===== config.mk =====
export PLATFORM = sky130hd
export DESIGN_NAME = issue_core
export DESIGN_NICKNAME = d
export VERILOG_FILES = /design/src/logic/issue_pkg.sv /design/src/logic/rs_line.sv /design/src/logic/rs_bank.sv /design/src/logic/alu_unit.sv /design/src/logic/cdb_arbiter.sv /design/src/logic/issue_core.sv
export SDC_FILE = /design/constraint.sdc
export NUM_CORES = 2
export LEC_CHECK = 0
export ABC_AREA = 0
export BUFFER_PORTS_ARGS = -buffer_cell sky130_fd_sc_hd__buf_2
export CORE_MARGIN = 2
export CORE_UTILIZATION = 40
export CTS_BUF_LIST = sky130_fd_sc_hd__clkbuf_8 sky130_fd_sc_hd__clkbuf_16
export DETAILED_ROUTE_END_ITERATION = 6
export SLEW_MARGIN = 20
export SYNTH_ARGS = -nofsm -noshare
export SYNTH_HDL_FRONTEND = slang
export SYNTH_SLANG_ARGS = --single-unit

===== constraint.sdc =====
create_clock -name clock -period 12.1 [get_ports clock]
set_input_delay 0 -clock clock [delete_from_list [all_inputs] [get_ports clock]]
set_output_delay 0 -clock clock [all_outputs]
set_load 0.005 [all_outputs]

===== src/logic/issue_pkg.sv =====
package issue_pkg;

    parameter int xlen  = 32;
    parameter int tag_w = 6;

    typedef enum logic [2:0] {
        alu_add = 3'd0,
        alu_sub = 3'd1,
        alu_and = 3'd2,
        alu_or  = 3'd3,
        alu_xor = 3'd4,
        alu_sll = 3'd5
    } alu_op_e;

    typedef struct packed {
        logic [xlen-tag_w-1:0] pad;
        logic [tag_w-1:0]      tag; // physical register tag
    } tag_view_t;

    // operand word, read as data once is_value is set, else as a tag
    typedef union packed {
        logic [xlen-1:0] data;
        tag_view_t       tv;
    } operand_u;

    typedef struct packed {
        logic     is_value;
        operand_u val;
    } operand_t;

    typedef struct packed {
        logic             valid;
        alu_op_e          op;
        operand_t         opa;
        operand_t         opb;
        logic [tag_w-1:0] dest_tag;
    } dispatch_t;

    typedef struct packed {
        logic             valid;
        alu_op_e          op;
        logic [xlen-1:0]  opa;
        logic [xlen-1:0]  opb;
        logic [tag_w-1:0] dest_tag;
    } issue_t;

    typedef struct packed {
        logic             valid;
        logic [tag_w-1:0] tag;
        logic [xlen-1:0]  data;
    } cdb_t;

    function automatic logic [xlen-1:0] alu_compute(
        input alu_op_e         op,
        input logic [xlen-1:0] a,
        input logic [xlen-1:0] b
    );
        case (op)
            alu_add: return a + b;
            alu_sub: return a - b;
            alu_and: return a & b;
            alu_or:  return a | b;
            alu_xor: return a ^ b;
            alu_sll: return a << b[4:0]; // low 5 bits only
            default: return '0;
        endcase
    endfunction

endpackage


===== src/logic/rs_line.sv =====
module rs_line #(
    parameter int cdb_ways = 2
) (
    input  logic                 clock,
    input  logic                 reset,
    input  logic                 load,
    input  issue_pkg::dispatch_t entry,
    input  issue_pkg::cdb_t      cdb [cdb_ways],
    input  logic                 clear,
    output logic                 ready,
    output logic                 is_free,
    output issue_pkg::issue_t    slot
);
    import issue_pkg::*;

    logic             occupied;
    alu_op_e          op_q;
    logic [tag_w-1:0] dest_q;
    operand_t         opa_q;
    operand_t         opb_q;
    operand_t         opa_src;
    operand_t         opb_src;
    operand_t         opa_nxt;
    operand_t         opb_nxt;

    // capture the value of a waiting tag from any valid way
    function automatic operand_t snoop(
        input operand_t src,
        input cdb_t     bus [cdb_ways]
    );
        operand_t res;
        res = src;
        for (int w = 0; w < cdb_ways; w++) begin
            if (!src.is_value && bus[w].valid && bus[w].tag == src.val.tv.tag) begin
                res.is_value = 1'b1;
                res.val.data = bus[w].data;
            end
        end
        return res;
    endfunction

    // incoming operands are snooped too, so a same-cycle broadcast is caught
    assign opa_src = load ? entry.opa : opa_q;
    assign opb_src = load ? entry.opb : opb_q;

    always_comb begin
        opa_nxt = snoop(opa_src, cdb);
        opb_nxt = snoop(opb_src, cdb);
    end

    always_ff @(posedge clock) begin
        if (reset) begin
            occupied <= 1'b0;
        end else if (load) begin
            occupied <= 1'b1;
        end else if (clear) begin
            occupied <= 1'b0;
        end
    end

    always_ff @(posedge clock) begin
        if (load) begin
            op_q   <= entry.op;
            dest_q <= entry.dest_tag;
        end
        if (load || occupied) begin
            opa_q <= opa_nxt;
            opb_q <= opb_nxt;
        end
    end

    assign is_free = !occupied;
    assign ready   = occupied && opa_q.is_value && opb_q.is_value;

    always_comb begin
        slot.valid    = ready;
        slot.op       = op_q;
        slot.opa      = opa_q.val.data;
        slot.opb      = opb_q.val.data;
        slot.dest_tag = dest_q;
    end

endmodule


===== src/logic/rs_bank.sv =====
module rs_bank #(
    parameter int rs_depth = 8,
    parameter int num_alu  = 3,
    parameter int cdb_ways = 2
) (
    input  logic                 clock,
    input  logic                 reset,
    input  issue_pkg::dispatch_t dispatch,
    input  issue_pkg::cdb_t      cdb [cdb_ways],
    input  logic [num_alu-1:0]   alu_busy,
    output issue_pkg::issue_t    issue [num_alu],
    output logic                 credit_return
);
    import issue_pkg::*;

    logic [rs_depth-1:0] line_load;
    logic [rs_depth-1:0] line_clear;
    logic [rs_depth-1:0] line_ready;
    logic [rs_depth-1:0] line_free;
    issue_t              slot [rs_depth];
    issue_t              sel_slot;
    logic [num_alu-1:0]  alu_pick;
    logic                free_found;
    logic                rdy_found;
    logic                alu_found;
    logic                fire;

    for (genvar i = 0; i < rs_depth; i++) begin : g_line
        rs_line #(
            .cdb_ways (cdb_ways)
        ) i_rs_line (
            .clock   (clock),
            .reset   (reset),
            .load    (line_load[i]),
            .entry   (dispatch),
            .cdb     (cdb),
            .clear   (line_clear[i]),
            .ready   (line_ready[i]),
            .is_free (line_free[i]),
            .slot    (slot[i])
        );
    end

    // lowest free line takes the dispatch
    always_comb begin
        line_load  = '0;
        free_found = 1'b0;
        for (int i = 0; i < rs_depth; i++) begin
            if (line_free[i] && !free_found) begin
                line_load[i] = dispatch.valid;
                free_found   = 1'b1;
            end
        end
    end

    always_comb begin
        alu_pick  = '0;
        alu_found = 1'b0;
        for (int a = 0; a < num_alu; a++) begin
            if (!alu_busy[a] && !alu_found) begin
                alu_pick[a] = 1'b1;
                alu_found   = 1'b1;
            end
        end
        sel_slot   = '0;
        line_clear = '0;
        rdy_found  = 1'b0;
        for (int i = 0; i < rs_depth; i++) begin
            if (line_ready[i] && !rdy_found) begin
                sel_slot      = slot[i];
                line_clear[i] = alu_found; // freed only when it really goes
                rdy_found     = 1'b1;
            end
        end
    end

    assign fire = rdy_found && alu_found;

    always_comb begin
        for (int a = 0; a < num_alu; a++) begin
            issue[a]       = sel_slot;
            issue[a].valid = fire && alu_pick[a];
        end
    end

    always_ff @(posedge clock) begin
        if (reset) begin
            credit_return <= 1'b0;
        end else begin
            credit_return <= fire; // one credit per issued line
        end
    end

endmodule


===== src/logic/alu_unit.sv =====
module alu_unit (
    input  logic              clock,
    input  logic              reset,
    input  issue_pkg::issue_t issue,
    input  logic              grant,
    output logic              busy,
    output logic              req,
    output issue_pkg::cdb_t   result
);
    import issue_pkg::*;

    logic             ex_valid;
    issue_t           ex_q;
    logic             res_valid;
    logic [tag_w-1:0] res_tag;
    logic [xlen-1:0]  res_data;
    logic             res_take;

    // result slot frees up in the cycle its broadcast is granted
    assign res_take = ex_valid && (!res_valid || grant);

    always_ff @(posedge clock) begin
        if (reset) begin
            ex_valid  <= 1'b0;
            res_valid <= 1'b0;
        end else begin
            ex_valid <= issue.valid;
            if (!res_valid || grant) begin
                res_valid <= ex_valid;
            end
        end
    end

    always_ff @(posedge clock) begin
        if (issue.valid) begin
            ex_q <= issue;
        end
        if (res_take) begin
            res_data <= alu_compute(ex_q.op, ex_q.opa, ex_q.opb);
            res_tag  <= ex_q.dest_tag;
        end
    end

    assign busy = ex_valid || res_valid; // no new issue until broadcast
    assign req  = res_valid;

    always_comb begin
        result.valid = res_valid;
        result.tag   = res_tag;
        result.data  = res_data;
    end

endmodule


===== src/logic/cdb_arbiter.sv =====
module cdb_arbiter #(
    parameter int num_alu  = 3,
    parameter int cdb_ways = 2
) (
    input  logic               clock,
    input  logic               reset,
    input  logic [num_alu-1:0] req,
    input  issue_pkg::cdb_t    result [num_alu],
    output logic [num_alu-1:0] grant,
    output issue_pkg::cdb_t    cdb [cdb_ways]
);
    import issue_pkg::*;

    localparam int ptr_w = (num_alu > 1) ? $clog2(num_alu) : 1;

    logic [ptr_w-1:0] ptr;
    logic [ptr_w-1:0] ptr_nxt;
    int               idx;
    int               used;

    // walk requesters from ptr, filling ways in order
    always_comb begin
        grant   = '0;
        ptr_nxt = ptr;
        used    = 0;
        idx     = 0;
        for (int w = 0; w < cdb_ways; w++) begin
            cdb[w] = '0;
        end
        for (int k = 0; k < num_alu; k++) begin
            idx = int'(ptr) + k;
            if (idx >= num_alu) begin
                idx = idx - num_alu; // wrap
            end
            if (req[idx] && used < cdb_ways) begin
                grant[idx] = 1'b1;
                cdb[used]  = result[idx];
                used       = used + 1;
                ptr_nxt    = (idx == num_alu - 1) ? '0 : ptr_w'(idx + 1);
            end
        end
    end

    always_ff @(posedge clock) begin
        if (reset) begin
            ptr <= '0;
        end else begin
            ptr <= ptr_nxt; // past last granted
        end
    end

endmodule


===== src/logic/issue_core.sv =====
module issue_core #(
    parameter int rs_depth = 8,
    parameter int num_alu  = 3,
    parameter int cdb_ways = 2
) (
    input  logic                 clock,
    input  logic                 reset,
    input  issue_pkg::dispatch_t dispatch,
    output logic                 credit_return,
    output issue_pkg::cdb_t      cdb [cdb_ways]
);
    import issue_pkg::*;

    issue_t             issue [num_alu];
    cdb_t               alu_result [num_alu];
    logic [num_alu-1:0] alu_busy;
    logic [num_alu-1:0] alu_req;
    logic [num_alu-1:0] alu_grant;

    rs_bank #(
        .rs_depth (rs_depth),
        .num_alu  (num_alu),
        .cdb_ways (cdb_ways)
    ) i_rs_bank (
        .clock         (clock),
        .reset         (reset),
        .dispatch      (dispatch),
        .cdb           (cdb),
        .alu_busy      (alu_busy),
        .issue         (issue),
        .credit_return (credit_return)
    );

    for (genvar a = 0; a < num_alu; a++) begin : g_alu
        alu_unit i_alu_unit (
            .clock  (clock),
            .reset  (reset),
            .issue  (issue[a]),
            .grant  (alu_grant[a]),
            .busy   (alu_busy[a]),
            .req    (alu_req[a]),
            .result (alu_result[a])
        );
    end

    cdb_arbiter #(
        .num_alu  (num_alu),
        .cdb_ways (cdb_ways)
    ) i_cdb_arbiter (
        .clock  (clock),
        .reset  (reset),
        .req    (alu_req),
        .result (alu_result),
        .grant  (alu_grant),
        .cdb    (cdb)
    );

endmodule


Yosys cells after proc, flatten, opt, wreduce, memory -nomap -nowiden --
Cells that the tools add are included.
Storage, ports and cells: bits in registers 950, input port bits 78, output and inout bits 79, logic and storage cells 584
Operators by class: add/subtract/negate cells 15, $lt $le $gt $ge 18, equal/unequal tests 50, shift-type cells 3, mux-type cells 158, bitwise operators 16, reduce and logical (&&, ||, !) cells 226
Operator list (number):
- $mux 32 | 36
- $mux 73 | 8
- $pmux 32 s6 | 3
- $mux 33 | 16
- $mux 39 | 9
- $bmux 39 s2 | 3
- $eq 6x6->1 | 32
- $ge 32x3->1 const B | 5
- $bwmux 78 | 2
- $mux 78 | 2
- $not 32->32 | 4
- $logic_and 1x1->1 | 110
- $add 32x32->32 | 3
- $and 32x32->32 | 3
- $eq 32x3->1 const B | 3
- $ge 32x1->1 const B | 3
- $lt 32x4->1 const B | 3
- $or 32x32->32 | 3
- $shl 32x5->32 | 3
- $sub 32x32->32 | 3
- $xor 32x32->32 | 3
- $demux 39 s1 | 2
- $ge 32x2->1 const B | 2
- $lt 32x1->1 const B | 2
- other kinds (26) | 223

Depth between registers and ports, before layout --
word-level depth 27, gate-level depth with buffers 24, depth with buffers taken out 21

By module --
Synthesis repeated with hierarchy kept, for this count alone.
Unflattened totals: cells, all modules 8520, area, all modules 78937.0 µm²
Modules (own cells, without submodules):
- rs_line | instances 8, cells an instance 458, area each 4805.9 µm², seq. area each 2272.2 µm²
- alu_unit at g_alu[0].i_alu_unit | instances 1, cells an instance 999, area each 9709.3 µm², seq. area each 3373.2 µm²
- alu_unit at g_alu[2].i_alu_unit | instances 1, cells an instance 1004, area each 9611.7 µm², seq. area each 3373.2 µm²
- alu_unit at g_alu[1].i_alu_unit | instances 1, cells an instance 993, area each 9310.2 µm², seq. area each 3373.2 µm²
- rs_bank | instances 1, cells an instance 1186, area each 7679.9 µm², seq. area each 20.0 µm²
- cdb_arbiter | instances 1, cells an instance 674, area each 4179.0 µm², seq. area each 40.0 µm²

Least setup slack after synthesis --
No wires, ideal clock.
path kind register to register, from reg i_rs_bank.g_line[0].i_rs_line.occupied, to reg g_alu[1].i_alu_unit.ex_q[0] in the netlist's numbering, enable pin, setup time 0.684 ns, arrival time 7.988 ns, required time 11.416 ns, slack 3.428 ns, stages on the path, launching flop included 8, path buffers 1, period minus slack after synthesis 8.672 ns, cells stage by stage dfxtp_1 > buf_4 > nand3_1 > nand4_1 > nand2b_1 > nor2b_1 > and3_1 > nor4_1
RTL lines:
- start: declaration | line rs_line.sv:16 | logic occupied;
- start signal: assignment | line rs_line.sv:53 | occupied <= 1'b0;
- start signal: assignment | line rs_line.sv:55 | occupied <= 1'b1;
- start signal: assignment | line rs_line.sv:57 | occupied <= 1'b0;
- end signal: assignment | line alu_unit.sv:36 | ex_q <= issue;
- end: declaration | line alu_unit.sv:13 | issue_t ex_q;

Worst setup path after layout --
from reg i_cdb_arbiter.ptr[0], to reg i_rs_bank.g_line[0].i_rs_line.opb_q, in the netlist i_rs_bank.g_line[0].i_rs_line.slot[31], enable pin
Between the ends: longest elaborated chain between the ends 20, elaborated cells on any way between the ends 64, classes of those cells add/sub (6); order compare (9); eq/ne (2); mux (32); bitwise (5); reduce/logical (10)
Ends and longest elaborated chain:
- start: declaration | line cdb_arbiter.sv:16 | logic [ptr_w-1:0] ptr;
- start signal: assignment | line cdb_arbiter.sv:48 | ptr <= ptr_nxt;
- branches (longest 15 deep; another with $sub 32x3->32)
- $mux 78 * | line cdb_arbiter.sv:35 | if (req[idx] && used < cdb_ways) begin
- $eq 6x6->1 or $logic_and 1x1->1 (tied branches) | line rs_line.sv:34 | if (!src.is_value && bus[w].valid && bus[w].tag == src.val.tv.tag) begin
- $logic_and 1x1->1 | line rs_line.sv:34
- $reduce_bool 3->1 (no source line) *
- $reduce_and 2->1 (no source line) *
- end signal: assignment | line rs_line.sv:68 | opb_q <= opb_nxt;
- end: declaration | line rs_line.sv:20 | operand_t opb_q;
Every way passes the cells marked *. The select of a mux whose other input is x is not followed. A chain may end at the register's enable or synchronous reset.

==> Implementation_results.wiki <==
{| class="wikitable"
! Metric !! Value
|-
| Transition at the pin with the smallest max-transition slack || 1.18 ns
|-
| Minimum clock period || approximately 7.3 ns
|-
| Global-route congestion overflow total || 0
|-
| Cts-stage hold buffer count || between 60 and 70
|-
| Final total negative setup slack || 0 ns
|-
| Share of the yosys chip area belonging to registers || approximately two fifths
|-
| TritonCTS clock tree || yes
|-
| Source-to-sink clock delay at the later pin of the worst-skew pair || between 0.7 and 0.8 ns
|-
| Setup violators final || 0
|-
| Post-CTS Setup Inserts || 0
|-
| Standby leakage power || between 0.02 and 0.03 uW
|-
| Required @ worst endpoint || roughly 12 ns
|-
| Startpoint of the worst-slack reg-to-reg timing path || i_cdb_arbiter.ptr[0]
|-
| Total count of max-transition violations in the final report || 0
|-
| Synthesized net count || between 7k and 8k
|-
| Switching share of power || 28.7%
|-
| RSZ-0062 raised after global routing || false
|-
| Pwr/cell area || ~110 nW/um^2
|-
| Startpoint of the lowest-slack hold path || dispatch[7]
|-
| Critical path's largest stage delay || roughly 1 ns
|-
| Htree depth || 3
|-
| Synthesized area per cell || just over 9 um^2
|-
| Synth cell types || around 100
|-
| Max Cap Violations || 0
|-
| Layout fillers || between 15k and 20k
|-
| Detailed-route wire length per cell || 30.8 um
|-
| Sink Count || between 900 and 1k
|-
| Estimated wirelength of the detail-placed design || between 200 and 250 mm
|-
| # IOs || around 160
|-
| Final ANT Viol Nets || 0
|-
| Startpoint class of the critical path || register
|-
| Initial Util || between 40% and 50%
|-
| Global-route wire length before repair || ~420 mm
|-
| Maximum number of pins on one net before global-route repair || 94
|-
| Gate Count Post-Synth || ~7.5k
|-
| Clock Pin Slew Worst Setup and Hold Paths || ~0.060 ns
|-
| DRT Pass-1 Iters || 7
|-
| Die Area || around 180000 um^2
|-
| Reg-to-Reg End || i_rs_bank.g_line[0].i_rs_line.slot[31]
|-
| Maximum net fanout on the critical path || 77
|-
| Max VDD drop || approximately 0.13 mV
|-
| Combinational share of power || between 10% and 20%
|-
| Placeable core region || 172000 um^2
|-
| Worst slew margin relative to its limit || 21.5%
|-
| Highest-delay cell along the critical path || sky130_fd_sc_hd__a31oi_4
|-
| Final-stage net count || about 7.7k
|-
| Detailed-route vias per instance || about 6.5
|-
| Wirelength, routed || 300 mm
|-
| Total area of multi-input combinational cells || 37400 um^2
|-
| Hold worst-path end || i_rs_bank.g_line[0].i_rs_line.slot[7]
|-
| Clock root buffer || sky130_fd_sc_hd__clkbuf_16
|-
| Number of CTS-inserted buffers || between 100 and 150
|-
| Portion of total power attributed to sequential cells || a little under half
|-
| Via total after detailed routing || between 60k and 70k
|-
| R2R cell count || 17
|-
| Area overhead of the layout relative to synthesis || 10.0%
|-
| Highest Clock Rate || 137 MHz
|-
| Vias in the first global route || around 57k
|-
| Number of placement rows || 152
|-
| Cell repeated most along the worst path || sky130_fd_sc_hd__buf_4
|-
| Crit path buffers/inverters || 5
|-
| Post-synthesis sequential element count || 950
|-
| Buffers on Ports || 156
|-
| Data arrival time of the worst path || slightly below 8 ns
|-
| Share of total power in the clock network || around two fifths
|-
| Cell count of the worst hold path || 5
|-
| Net Switching || 2330 uW
|-
| Hold Slack || 0.0925 ns
|-
| Number of enable flip-flop cells after synthesis || roughly 930
|-
| Family with the most delay on the worst path || compound AO/OA/AOI/OAI gates
|-
| Crit path cell chain || inv_1 > ha_4 > and2b_2 > o2bb2ai_4 > inv_2 > ha_1 > nor3b_1 > a22oi_2 > buf_4 > o21ai_0 > o22a_1 > buf_4 > xor2_1 > nand3_1 > or4_2 > buf_4 > a31oi_4
|-
| FF/Latch Area || about 28000 um^2
|-
| Violated checks || design-rule violations
|-
| Initial DRC count || 9682
|-
| Post-synth top flop || sky130_fd_sc_hd__edfxtp_1
|-
| Yosys synthesis warning count || 0
|-
| Crit share post-route || 60.5%
|-
| Status || finished, violations left
|-
| Fraction of registers with async set/reset || 0%
|-
| Count of endpoints failing hold in the final timing report || 0
|-
| Slack of the worst reg-to-reg path || between 4 and 5 ns
|-
| Path type of the worst setup path || register to register
|-
| Worst Clk Skew || around 0.073 ns
|-
| Global placer's final weighted congestion || about 1.0
|-
| Gates resized, CTS repair || 0
|-
| Height of the die || between 400 and 500 um
|-
| Antenna violations before repair || 21
|-
| Worst hold-check path type || input pin to register
|-
| Remaining DRCs || 1
|-
| Post-synthesis instance area || approximately 69000 um^2
|-
| Element type at the critical path end || register
|-
| Width of the die || about 420 um
|-
| Share of cells above drive strength 1 || ~10%
|-
| P_int || slightly below 6000 uW
|-
| Clock buffer depth || 3
|-
| Total track usage || 33.0%
|}
-- sequential cells by signal (all words and copies together) (netlist names) --
name                                 flops
i_rs_bank.g_line.i_rs_line.opa_q         8
g_alu.i_alu_unit.ex_q                  219
g_alu.i_alu_unit.req                     3
i_rs_bank.g_line.i_rs_line.occupied      8
g_alu.i_alu_unit.ex_valid                3
g_alu.i_alu_unit.res_tag                18
i_rs_bank.credit_return                  1
i_rs_bank.g_line.i_rs_line.dest_q       48
i_rs_bank.g_line.i_rs_line.slot        512
g_alu.i_alu_unit.res_data               96
i_cdb_arbiter.ptr                        2
i_rs_bank.g_line.i_rs_line.opb_q         8
i_rs_bank.g_line.i_rs_line.op_q         24
-- layout make-up --
type	instances	share of cell area [%]
Tap cell	2310	3.78
Sequential cell	950	37.1
Antenna cell	20	0.0655
Clock inverter	87	0.894
Timing Repair Buffer	424	3.90
Multi-Input combinational cell	5488	48.9
Clock buffer	110	3.59
Inverter	345	1.70
-- power groups by stage --
stage / Sequential, uW / Clock (uW) / Combinational [uW]
after floorplan: 3790 / 0 / 594
after global placement: 3810 / 0 / 1030
after detailed placement: 3810 / 0 / 1030
after CTS: 3750 / 3300 / 1050
after global routing: 3750 / 3420 / 1150
final: 3750 / 3280 / 1100
-- tightest hold or removal path: stages --
cell and delay [ns]:
sky130_fd_sc_hd__buf_2 0.27, sky130_fd_sc_hd__mux2i_1 0.23, sky130_fd_sc_hd__nand2_1 0.09, sky130_fd_sc_hd__o211ai_1 0.08, sky130_fd_sc_hd__o21ai_1 0.08
-- logic make-up after synthesis --
logic type / share of synthesized area (%)
and+or+nand+nor: 15.0
buffers and inverters: 6.16
AOI/OAI and AO/OA: 20.2
DFF: 40.8
adders and majority gates: 5.46
muxes: 7.99
xor gates and xnor gates: 4.38
-- metrics by stage --
step / instance area [um^2] / total power [uW] / utilization (%) / instances / setup slack, ns
2_1_floorplan: 69400 / 4380 / - / 7488 / 3.43
3_3_place_gp: 72200 / 4840 / 42.0 / 9450 / 4.88
3_5_place_dp: 72200 / 4840 / 42.0 / 9451 / 4.81
4_1_cts: 76300 / 8100 / 44.3 / 9713 / 4.87
5_1_grt: 76300 / 8320 / 44.4 / 9721 / 4.42
6_report: 76400 / 8120 / 44.4 / 9734 / 4.78
-- placed cells by master (no fill, tap or decap), types with 105 or more instances in the layout --
cell                        netlist  final
sky130_fd_sc_hd__edfxtp_1       933    933
sky130_fd_sc_hd__nand2_1        823    819
sky130_fd_sc_hd__nor2_1         693    683
sky130_fd_sc_hd__a21oi_1        566    541
sky130_fd_sc_hd__mux2i_1        434    434
sky130_fd_sc_hd__o21ai_0        376    372
sky130_fd_sc_hd__inv_1          335    361
sky130_fd_sc_hd__ha_1           298    296
sky130_fd_sc_hd__xnor2_1        250    250
sky130_fd_sc_hd__nand4_1        247    247
sky130_fd_sc_hd__o221ai_1       224    224
sky130_fd_sc_hd__buf_4           30    202
sky130_fd_sc_hd__buf_2           77    156
sky130_fd_sc_hd__clkbuf_16        0    109
sky130_fd_sc_hd__a22oi_1        105    105
sky130_fd_sc_hd__a221oi_1       105    105
-- cell usage after synthesis, types with 33 or more instances --
| master | number | area [um^2] |
|---|---|---|
| sky130_fd_sc_hd__a22oi_1 | 105 | 788 |
| sky130_fd_sc_hd__nand2_1 | 823 | 3090 |
| sky130_fd_sc_hd__a21oi_1 | 566 | 2830 |
| sky130_fd_sc_hd__xnor2_1 | 250 | 2190 |
| sky130_fd_sc_hd__and2_1 | 90 | 563 |
| sky130_fd_sc_hd__a222oi_1 | 36 | 360 |
| sky130_fd_sc_hd__a221o_1 | 86 | 861 |
| sky130_fd_sc_hd__mux2_2 | 41 | 462 |
| sky130_fd_sc_hd__buf_1 | 97 | 364 |
| sky130_fd_sc_hd__mux2i_1 | 434 | 4340 |
| sky130_fd_sc_hd__o21ai_0 | 376 | 1880 |
| sky130_fd_sc_hd__nor2_1 | 693 | 2600 |
| sky130_fd_sc_hd__o221ai_1 | 224 | 1960 |
| sky130_fd_sc_hd__nand3_1 | 94 | 470 |
| sky130_fd_sc_hd__nor2b_1 | 57 | 357 |
| sky130_fd_sc_hd__a221oi_1 | 105 | 920 |
| sky130_fd_sc_hd__nor3_1 | 45 | 225 |
| sky130_fd_sc_hd__nand3b_1 | 33 | 248 |
| sky130_fd_sc_hd__a21o_1 | 42 | 315 |
| sky130_fd_sc_hd__nor4_1 | 34 | 213 |
| sky130_fd_sc_hd__o21ai_1 | 34 | 170 |
| sky130_fd_sc_hd__edfxtp_1 | 933 | 28000 |
| sky130_fd_sc_hd__o211ai_1 | 89 | 668 |
| sky130_fd_sc_hd__a31oi_1 | 96 | 601 |
| sky130_fd_sc_hd__o31ai_1 | 73 | 548 |
| sky130_fd_sc_hd__a211oi_1 | 41 | 308 |
| sky130_fd_sc_hd__ha_1 | 298 | 3730 |
| sky130_fd_sc_hd__inv_1 | 335 | 1260 |
| sky130_fd_sc_hd__xor2_1 | 97 | 850 |
| sky130_fd_sc_hd__nand4_1 | 247 | 1550 |
| sky130_fd_sc_hd__clkbuf_1 | 483 | 1810 |
| sky130_fd_sc_hd__buf_2 | 77 | 385 |
-- worst max path at each step --
stage,start,endpoint,depth (start not counted)
3_5_place_dp,i_cdb_arbiter.ptr[0],i_rs_bank.g_line[0].i_rs_line.slot[30],17
6_report,i_cdb_arbiter.ptr[0],i_rs_bank.g_line[0].i_rs_line.slot[31],17
5_1_grt,i_cdb_arbiter.ptr[0],i_rs_bank.g_line[5].i_rs_line.slot[32],18
2_1_floorplan,i_rs_bank.g_line[0].i_rs_line.occupied,g_alu[1].i_alu_unit.ex_q[0],7
3_3_place_gp,i_cdb_arbiter.ptr[0],i_rs_bank.g_line[0].i_rs_line.slot[20],17
4_1_cts,i_cdb_arbiter.ptr[0],i_rs_bank.g_line[0].i_rs_line.slot[24],17
-- layer usage --
layer	track usage (%)	vias to the layer above	share of wire, %
met5	0	-	0.017
met4	15.3	8	5.2
met3	8.22	592	12
met2	46.3	4108	41
met1	47.1	30900	42
li1	-	27600	-
Note: power is estimated with default switching activity, not from simulation.
